<file path="config.mk">
export PLATFORM = sky130hd
export DESIGN_NAME = rv_core
export DESIGN_NICKNAME = d
export VERILOG_FILES = /design/src/hw/rv_pkg.sv /design/src/hw/rv_core.sv /design/src/hw/rv_decoder.sv /design/src/hw/rv_lsu.sv /design/src/hw/rv_pc_unit.sv /design/src/hw/rv_regfile.sv
export SDC_FILE = /design/constraint.sdc
export NUM_CORES = 2
export LEC_CHECK = 0
export ABC_AREA = 1
export BUFFER_PORTS_ARGS = -buffer_cell sky130_fd_sc_hd__buf_2
export CORE_UTILIZATION = 45
export DETAILED_ROUTE_END_ITERATION = 6
export PLACE_DENSITY = 0.62
export SLEW_MARGIN = 20
export SYNTH_ARGS = -nofsm -noshare
export SYNTH_HDL_FRONTEND = slang
export SYNTH_HIERARCHICAL = 1
export SYNTH_SLANG_ARGS = --single-unit
</file>
<file path="constraint.sdc">
create_clock -name clk -period 9.9 [get_ports clk]
set_clock_uncertainty 0.15 [all_clocks]
set_input_delay 0.99 -clock clk [delete_from_list [all_inputs] [get_ports clk]]
set_output_delay 0.99 -clock clk [all_outputs]
set_load 0.05 [all_outputs]
</file>
<file path="src/hw/rv_pkg.sv">
package rv_pkg;

  localparam int XLEN     = 32;
  localparam int NUM_REGS = 32;

  // data and address word
  typedef logic [XLEN-1:0] word_t;
  typedef logic [$clog2(NUM_REGS)-1:0] reg_addr_t;
  typedef logic [XLEN/8-1:0] byte_mask_t; // one bit per byte lane
  typedef logic [6:0] opcode_t;
  typedef logic [2:0] funct3_t;

  // fetch address after reset
  localparam word_t RESET_PC = 32'h8000_0000;

  // base opcodes of the supported instructions
  localparam opcode_t OP_IMM    = 7'b001_0011;
  localparam opcode_t OP_LUI    = 7'b011_0111;
  localparam opcode_t OP_AUIPC  = 7'b001_0111;
  localparam opcode_t OP_JAL    = 7'b110_1111;
  localparam opcode_t OP_JALR   = 7'b110_0111;
  localparam opcode_t OP_LOAD   = 7'b000_0011;
  localparam opcode_t OP_STORE  = 7'b010_0011;
  localparam opcode_t OP_SYSTEM = 7'b111_0011;

  // access size codes shared by loads and stores
  localparam funct3_t F3_B  = 3'b000;
  localparam funct3_t F3_H  = 3'b001;
  localparam funct3_t F3_W  = 3'b010;
  localparam funct3_t F3_BU = 3'b100;
  localparam funct3_t F3_HU = 3'b101;

  // run/halt sequencer
  typedef enum logic {
    RUN,
    HALTED
  } run_state_e;

endpackage

</file>
<file path="src/hw/rv_core.sv">
`timescale 1ns/1ps

module rv_core import rv_pkg::*; (
  input  logic       clk,
  input  logic       arst_n,
  input  word_t      inst,
  input  word_t      dmem_rdata,
  output word_t      pc,
  output word_t      dmem_addr,
  output word_t      dmem_wdata,
  output byte_mask_t dmem_wmask,
  output logic       dmem_we,
  output logic       halted
);

  reg_addr_t rs1, rs2, rd;
  word_t     imm;
  funct3_t   funct3;
  logic      op_a_is_pc, reg_we, wb_sel_link, wb_sel_load;
  logic      is_load, is_store, jump, is_ebreak;
  word_t     rs1_data, rs2_data;
  word_t     op_a;
  word_t     sum;
  word_t     pc_plus4;
  word_t     wb_data;
  word_t     lsu_rdata;
  word_t     load_data;
  logic      store_ok;

  rv_decoder u_decoder (
    .inst(inst), .rs1(rs1), .rs2(rs2), .rd(rd), .imm(imm), .funct3(funct3),
    .op_a_is_pc(op_a_is_pc), .reg_we(reg_we), .wb_sel_link(wb_sel_link),
    .wb_sel_load(wb_sel_load), .is_load(is_load), .is_store(is_store),
    .jump(jump), .is_ebreak(is_ebreak)
  );

  rv_regfile u_regfile (
    .clk(clk), .arst_n(arst_n),
    .we(reg_we & ~halted), // no writeback once halted
    .waddr(rd), .raddr1(rs1), .raddr2(rs2), .wdata(wb_data),
    .rdata1(rs1_data), .rdata2(rs2_data)
  );

  // single adder for addresses, targets and addi/lui/auipc
  assign op_a      = op_a_is_pc ? pc : rs1_data; // lui gets x0 from decoder
  assign sum       = op_a + imm;
  assign pc_plus4  = pc + word_t'(4);
  assign dmem_addr = sum;

  rv_pc_unit u_pc_unit (
    .clk(clk), .arst_n(arst_n), .jump(jump), .is_ebreak(is_ebreak),
    .target(sum), .pc(pc), .halted(halted)
  );

  assign lsu_rdata = is_load ? dmem_rdata : '0; // memory data only for loads

  rv_lsu u_lsu (
    .funct3(funct3), .byte_off(sum[1:0]), .rs2_data(rs2_data),
    .dmem_rdata(lsu_rdata), .load_data(load_data), .store_data(dmem_wdata),
    .store_mask(dmem_wmask), .store_ok(store_ok)
  );

  assign dmem_we = is_store & store_ok & ~halted;

  assign wb_data = wb_sel_link ? pc_plus4 :
                   wb_sel_load ? load_data : sum;

endmodule

</file>
<file path="src/hw/rv_decoder.sv">
`timescale 1ns/1ps

module rv_decoder import rv_pkg::*; (
  input  word_t     inst,
  output reg_addr_t rs1,
  output reg_addr_t rs2,
  output reg_addr_t rd,
  output word_t     imm,
  output funct3_t   funct3,
  output logic      op_a_is_pc,
  output logic      reg_we,
  output logic      wb_sel_link,
  output logic      wb_sel_load,
  output logic      is_load,
  output logic      is_store,
  output logic      jump,
  output logic      is_ebreak
);

  opcode_t opcode;
  word_t   imm_i;
  word_t   imm_s;
  word_t   imm_u;
  word_t   imm_j;

  assign opcode = opcode_t'(inst[6:0]);
  assign funct3 = funct3_t'(inst[14:12]);
  assign rs2    = inst[24:20];
  assign rd     = inst[11:7];

  // lui reads x0 so operand a comes out as zero
  assign rs1 = (opcode == OP_LUI) ? '0 : inst[19:15];

  // immediates sign-extended from bit 31
  assign imm_i = {{20{inst[31]}}, inst[31:20]};
  assign imm_s = {{20{inst[31]}}, inst[31:25], inst[11:7]};
  assign imm_u = {inst[31:12], 12'h000};
  assign imm_j = {{12{inst[31]}}, inst[19:12], inst[20], inst[30:21], 1'b0};

  always_comb begin
    imm         = imm_i; // i-type unless overridden
    op_a_is_pc  = 1'b0;
    reg_we      = 1'b0;
    wb_sel_link = 1'b0;
    wb_sel_load = 1'b0;
    is_load     = 1'b0;
    is_store    = 1'b0;
    jump        = 1'b0;
    is_ebreak   = 1'b0;
    case (opcode)
      OP_IMM: begin
        reg_we = (funct3 == F3_B); // addi only
      end
      OP_LUI: begin
        imm    = imm_u;
        reg_we = 1'b1;
      end
      OP_AUIPC: begin
        imm        = imm_u;
        op_a_is_pc = 1'b1;
        reg_we     = 1'b1;
      end
      OP_JAL: begin
        imm         = imm_j;
        op_a_is_pc  = 1'b1;
        reg_we      = 1'b1;
        wb_sel_link = 1'b1;
        jump        = 1'b1;
      end
      OP_JALR: begin
        reg_we      = 1'b1;
        wb_sel_link = 1'b1;
        jump        = 1'b1;
      end
      OP_LOAD: begin
        reg_we      = 1'b1;
        wb_sel_load = 1'b1;
        is_load     = 1'b1;
      end
      OP_STORE: begin
        imm      = imm_s;
        is_store = 1'b1;
      end
      OP_SYSTEM: begin
        // ebreak has imm 1 and all other fields zero
        is_ebreak = (inst[31:7] == {12'h001, 13'h0000});
      end
      default: ; // unsupported opcode writes nothing
    endcase
  end

endmodule

</file>
<file path="src/hw/rv_lsu.sv">
`timescale 1ns/1ps

module rv_lsu import rv_pkg::*; (
  input  funct3_t    funct3,
  input  logic [1:0] byte_off,
  input  word_t      rs2_data,
  input  word_t      dmem_rdata,
  output word_t      load_data,
  output word_t      store_data,
  output byte_mask_t store_mask,
  output logic       store_ok
);

  word_t      rdata_shifted; // addressed lane moved to bit 0
  byte_mask_t base_mask;
  logic       half_aligned;
  logic       word_aligned;

  assign half_aligned  = ~byte_off[0];
  assign word_aligned  = (byte_off == 2'b00);
  assign rdata_shifted = dmem_rdata >> {byte_off, 3'b000};

  // load extraction and extension
  always_comb begin
    case (funct3)
      F3_B:  load_data = {{24{rdata_shifted[7]}}, rdata_shifted[7:0]};
      F3_BU: load_data = {24'h00_0000, rdata_shifted[7:0]};
      F3_H:  load_data = half_aligned ? {{16{rdata_shifted[15]}}, rdata_shifted[15:0]} : '0;
      F3_HU: load_data = half_aligned ? {16'h0000, rdata_shifted[15:0]} : '0;
      F3_W:  load_data = word_aligned ? dmem_rdata : '0;
      default: load_data = '0; // unknown size
    endcase
  end

  // store lanes
  always_comb begin
    case (funct3)
      F3_B: begin
        base_mask = 4'b0001;
        store_ok  = 1'b1;
      end
      F3_H: begin
        base_mask = 4'b0011;
        store_ok  = half_aligned;
      end
      F3_W: begin
        base_mask = 4'b1111;
        store_ok  = word_aligned;
      end
      default: begin
        base_mask = 4'b0000;
        store_ok  = 1'b0;
      end
    endcase
  end

  assign store_data = rs2_data << {byte_off, 3'b000};
  assign store_mask = store_ok ? byte_mask_t'(base_mask << byte_off) : '0;

endmodule

</file>
<file path="src/hw/rv_pc_unit.sv">
`timescale 1ns/1ps

module rv_pc_unit import rv_pkg::*; (
  input  logic  clk,
  input  logic  arst_n,
  input  logic  jump,
  input  logic  is_ebreak,
  input  word_t target,
  output word_t pc,
  output logic  halted
);

  run_state_e state;
  run_state_e state_next;
  word_t      pc_next;

  // jalr target gets bit 0 cleared
  assign pc_next = jump ? {target[XLEN-1:1], 1'b0} : pc + word_t'(4);

  always_comb begin
    state_next = state;
    case (state)
      RUN:     if (is_ebreak) state_next = HALTED;
      HALTED:  state_next = HALTED; // only reset leaves
      default: state_next = RUN;
    endcase
  end

  always_ff @(posedge clk or negedge arst_n) begin
    if (!arst_n) begin
      pc    <= RESET_PC;
      state <= RUN;
    end else begin
      state <= state_next;
      if (state == RUN) begin
        pc <= pc_next;
      end
    end
  end

  assign halted = (state == HALTED);

endmodule

</file>
<file path="src/hw/rv_regfile.sv">
`timescale 1ns/1ps

module rv_regfile import rv_pkg::*; (
  input  logic      clk,
  input  logic      arst_n,
  input  logic      we,
  input  reg_addr_t waddr,
  input  reg_addr_t raddr1,
  input  reg_addr_t raddr2,
  input  word_t     wdata,
  output word_t     rdata1,
  output word_t     rdata2
);

  // x0 has no storage
  word_t regs [1:NUM_REGS-1];

  always_ff @(posedge clk or negedge arst_n) begin
    if (!arst_n) begin
      for (int i = 1; i < NUM_REGS; i++) begin
        regs[i] <= '0;
      end
    end else if (we && waddr != '0) begin
      regs[waddr] <= wdata;
    end
  end

  assign rdata1 = (raddr1 == '0) ? '0 : regs[raddr1];
  assign rdata2 = (raddr2 == '0) ? '0 : regs[raddr2];

endmodule

</file>
* Word-level counts from Yosys, hierarchy flattened
Cells that the tools add are included. W data, S select, Z words.
Storage, ports and cells: bits in registers 1025, logic and storage cells 107
Operators by class: add/subtract/negate cells 2, $lt $le $gt $ge 4, equality and inequality tests 13, shift-type cells 3, multiplexer cells 33, bitwise operators 8, reduce and logical (&&, ||, !) cells 11
Operators by type and width (number):
- $bwmux W992 | 1
- $mux W32 | 14
- $bmux W32 S5 | 2
- $demux W32 S5 | 1
- $pmux W32 S5 | 1
- $pmux W31 S3 | 1
- $add A32 B3 Y32 const B | 1
- $add A32 B32 Y32 | 1
- $shl A32 B5 Y32 | 1
- $shr A32 B5 Y16 | 1
- $eq A25 B14 Y1 const B | 1
- $eq A7 B7 Y1 const B | 3
- $ge A6 B6 Y1 const B | 3
- $not A5 Y6 | 3
- $mux W16 | 1
- $eq A7 B5 Y1 const B | 2
- $eq A7 B6 Y1 const B | 2
- $pmux W4 S3 | 1
- $logic_not A5 Y1 | 2
- $eq A7 B2 Y1 const B | 1
- $eq A3 B3 Y1 const B | 2
- $lt A6 B1 Y1 const B | 1
- $mux W1 | 6
- $reduce_or A2 Y1 | 3
- other kinds (14) | 19

* Longest topological paths before layout
word-level depth 15, gate-level depth with buffers 37

* Hierarchy
The synthesis kept the hierarchy.
By module, submodules not included:
- rv_regfile | instances 1, cells each 9252, area each 58536.1 um^2
- rv_core | instances 1, cells each 978, area each 4510.6 um^2
- rv_pc_unit | instances 1, cells each 362, area each 2285.9 um^2
- rv_lsu | instances 1, cells each 289, area each 1285.0 um^2
- rv_decoder | instances 1, cells each 159, area each 827.0 um^2

* Least setup slack after synthesis
Ideal clock, no wire load.
path type input port to output port, from in inst[4], to out dmem_wdata[24], arrival 5.612 ns, required time 8.760 ns, slack 3.148 ns, stages on the path 22, buffers on the path 4, cells stage by stage inv_2 -> nor3_1 -> a21oi_1 -> buf_2 -> inv_2 -> clkbuf_1 -> clkbuf_1 -> nand2_1 -> nand3_1 -> nand2_1 -> nand2_1 -> nand2_1 -> inv_1 -> nand2_1 -> nand2_1 -> nand2_1 -> mux2_2 -> ha_1 -> fa_1 -> inv_2 -> clkbuf_1 -> o21ai_0
On the way: longest elaborated chain between the ends 10
RTL lines:
- from (decl) | RTL line rv_core.sv:6 | input word_t inst,
- $eq A7 B6 Y1 * | RTL line rv_decoder.sv:32 | assign rs1 = (opcode == OP_LUI) ? '0 : inst[19:15];
- $mux W5 * | RTL line rv_decoder.sv:32
- named net rs1[0] | RTL line rv_core.sv:16 | reg_addr_t rs1, rs2, rd;
- $not A5 Y6 (implied by the code) | RTL line rv_regfile.sv:28 | assign rdata1 = (raddr1 == '0) ? '0 : regs[raddr1];
- $bmux W32 S5 | RTL line rv_regfile.sv:28
- $mux W32 (implied by the code) (2 in a row) | RTL line rv_regfile.sv:28
- $mux W32 * | RTL line rv_regfile.sv:28
- named net rs1_data[0] | RTL line rv_core.sv:21 | word_t rs1_data, rs2_data;
- $mux W32 * | RTL line rv_core.sv:45 | assign op_a = op_a_is_pc ? pc : rs1_data;
- $add A32 B32 Y32 * | RTL line rv_core.sv:46 | assign sum = op_a + imm;
- named net dmem_addr[1] | RTL line rv_core.sv:9 | output word_t dmem_addr,
- $shl A32 B5 Y32 * | RTL line rv_lsu.sv:57 | assign store_data = rs2_data << {byte_off, 3'b000};
- to (decl) | RTL line rv_core.sv:10 | output word_t dmem_wdata,
The timed path passes the listed nets; every way through them passes the cells marked *. The select of a mux whose other input is x is not followed.

* Final worst setup path
from in inst[1], to out dmem_wdata[30]
On the way: longest elaborated chain between the ends 10
RTL lines (RTL line):
- $eq A7 B6 Y1 * | rv_decoder.sv:32
- $mux W5 * | rv_decoder.sv:32
- named net rs1[0] | rv_core.sv:16
- $not A5 Y6 (implied by the code) | rv_regfile.sv:28
- $bmux W32 S5 | rv_regfile.sv:28
- $mux W32 (implied by the code) (2 in a row) | rv_regfile.sv:28
- $mux W32 * | rv_regfile.sv:28
- named net rs1_data[0] | rv_core.sv:21
- $mux W32 * | rv_core.sv:45
- $add A32 B32 Y32 * | rv_core.sv:46
- $shl A32 B5 Y32 * | rv_lsu.sv:57
Marked as above.

==> run metrics <==
outcome complete, but fails checks; failing checks DRC; CTS Buf Count 119; Final Hold Fails 0; WS Path Type in -> out; WP data arrival 7.43 ns; Buf/Inv on CP 8; vias per cell 5.77; drt first pass iters 7; Final HPWL DP 189,000 microns; sequential area share after synthesis 0.380; post-synthesis async set-or-reset flop share 1.00; # fillers 15,300; hold buffer count at CTS 0; first-pass GRT wire length 459,000 microns; Main synth FF type dfrtp_1; core area about 0.15 sq mm; clock root buffer clkbuf_16; Yosys top cell by area dfrtp_1; H-tree levels 3; WL final around 320,000 microns; initial antenna violation count 11; # IOs 168; HP Class in -> async; Final GP Congestion 1.05; max-cap violations 0; die area 0.151 sq mm; DRC viols 8; Congestion Overflow GR 0; Nets 10,900; Sink Count between 1,000 and 1,500; TritonCTS clock tree built; Worst-Margin Slew 1.29 ns; height of the die 389 microns; TNS Setup 0 ns; Int Pwr 8030 uW; post-cts sizing count 0; Mean Syn Cell Area a little over 6 sq um; crit path max fanout 73; gr usage total 0.408; Post-synth EDFFs 0; Max-slew headroom 0.128; critical path capture point type output port; RSZ-0062 raised after global routing false; maximum operating frequency 0.117 GHz; ratio of cells with drive above 1 in the final layout 0.0624; Final Setup Violations 0; Final ANT Viol Nets 0; Mapped Cells 11,000; Max Buffers Root-to-Sink 3; vias post-DR 73,900; Max Slew Vio Count 0; P_leak 0.0390 uW; combinational share of power 0.262; Warnings, synthesis 6; Synth top area share 0.380; Initial Utilization 0.455; PwrDens between 150 and 200 mW/mm^2; Max VDD drop 0.146 mV; Net Sw Frac 0.379; crit-path leading delay family buffers and inverters; worst-skew pair later-pin latency 0.78 ns; Global Route met2 Usage 0.611; Tmin final 8.57 ns; Unique masters post-synth 48; most frequent cells in the layout nand2_1 (5,254), nand3_1 (1,285), inv_1 (1,111); CP max stage cell a21oi_4; leading cell type in the layout, fill and taps excluded nand2_1; Cell Area, Synth ~0.067 sq mm; initial drt markers between 10,000 and 15,000; Area contributors post-synth dfrtp_1 (38%), nand2_1 (29%), nand3_1 (9.6%); GR met3 Demand/Resource 0.105; Worst-path clk slew 0.06 ns; Yosys reg bits 1,024; Crit path largest cell delay approximately 0.72 ns; Crit path top cell by count nand2_1; Setup crit start kind input pin; DR WL/cell 24.6 microns; period utilisation layout 0.866; Layout area overhead 9.75%; die width around 400 microns; post-CTS setup buffers 0; Psw 4900 uW; Critical Path RT 8.76 ns; Port Buffers 166; Synth Net Count 11,100; Seq pwr share 0.367; row count 141; largest net degree at the start of global routing 150; met1 usage 0.533; vias in the first global route between 60,000 and 70,000; final core occ 0.499; Clk pwr share 0.372; Most Used Layer, Global Route met2
==> sequential cells by signal (all words and copies together), names as in the netlist <==
signal	flops
u_regfile/regs	992
u_pc_unit/halted	1
u_pc_unit/pc	31
==> power by group through the flow <==
stage / clock, uW / sequential [uW] / combinational [uW]
6_report: 4800 / 4740 / 3380
3_3_place_gp: 0 / 4800 / 3260
2_1_floorplan: 0 / 4860 / 1870
5_1_grt: 5000 / 4770 / 3590
3_5_place_dp: 0 / 4800 / 3280
4_1_cts: 4840 / 4730 / 3290
==> path summary, 6_finish.rpt <==
check / start / endpoint / slack [ns] / cells past startpoint
setup / recovery: inst[1] / dmem_wdata[30] / 1.33 / 25
hold / removal: arst_n / u_regfile/regs[807] / 0.11 / 1
max in group asynchronous: arst_n / u_regfile/regs[601] / 7.31 / 3
hold reg to reg: u_regfile/regs[691] / u_regfile/regs[691] / 0.32 / 2
setup reg to reg: u_regfile/regs[352] / u_regfile/regs[369] / 3.84 / 24
min in group clk: u_regfile/regs[691] / u_regfile/regs[691] / 0.32 / 2
==> logic make-up (layout without fill, tap and decap cells) <==
| group | count (synthesis) | in the layout | synth area share |
|---|---|---|---|
| buffers and inverters | 1870 | 1695 | 0.109 |
| AO/OA/AOI/OAI | 993 | 993 | 0.0751 |
| flip-flops | 1024 | 1024 | 0.380 |
| AND/OR/NAND/NOR | 7088 | 7088 | 0.425 |
| multiplexers | 3 | 3 | 0.000501 |
| XOR/XNOR | 27 | 27 | 0.00351 |
| adder cells (fa/ha/maj) | 34 | 34 | 0.00642 |
| other | 1 | 5 | 0.0000556 |
==> metrics by stage <==
step / total power (uW) / hold WS, ns / setup WS [ns] / instances / instance area [sq um]
final: 12900 / 0.105 / 1.33 / 12800 / 74000
after global routing: 13400 / 0.166 / 1.27 / 12800 / 74000
after CTS: 12900 / 0.126 / 1.51 / 12800 / 74000
after detailed placement: 8090 / 0.308 / 1.36 / 12600 / 69800
after global placement: 8060 / 0.304 / 1.43 / 12600 / 69800
after floorplan: 6720 / 0.292 / 3.15 / 11000 / 67400
==> layer usage <==
metal	vias up	wire length (microns)	share of wire
li1	33400	-	-
met1	34700	123000	0.39
met2	4597	134000	0.43
met3	1108	37100	0.12
met4	14	21500	0.068
met5	-	88	0.00028
==> cell usage after synthesis (13+ instances only) <==
| cell | instances |
|---|---|
| inv_1 | 1113 |
| ha_1 | 33 |
| buf_2 | 190 |
| clkbuf_1 | 439 |
| nand4_1 | 27 |
| dfrtp_1 | 1023 |
| a21oi_1 | 297 |
| nand3_1 | 1288 |
| buf_1 | 69 |
| nor2_1 | 402 |
| inv_2 | 28 |
| o21ai_1 | 28 |
| nor3_1 | 27 |
| nor2_4 | 13 |
| nand2_1 | 5274 |
| xor2_1 | 20 |
| buf_4 | 23 |
| o21ai_0 | 631 |
| nor2_2 | 17 |
==> cell type report <==
class | instances | area, sq um | area share
Multi-Input combinational cell | 8146 | 34800 | 0.470
Timing Repair Buffer | 327 | 2640 | 0.0357
Clock inverter | 50 | 756 | 0.0102
Antenna cell | 4 | 10.0 | 0.000135
Tap cell | 1930 | 2410 | 0.0326
Sequential cell | 1024 | 25600 | 0.346
Clock buffer | 174 | 3470 | 0.0469
Inverter | 1144 | 4330 | 0.0585
(Power assumes the default switching activity.)
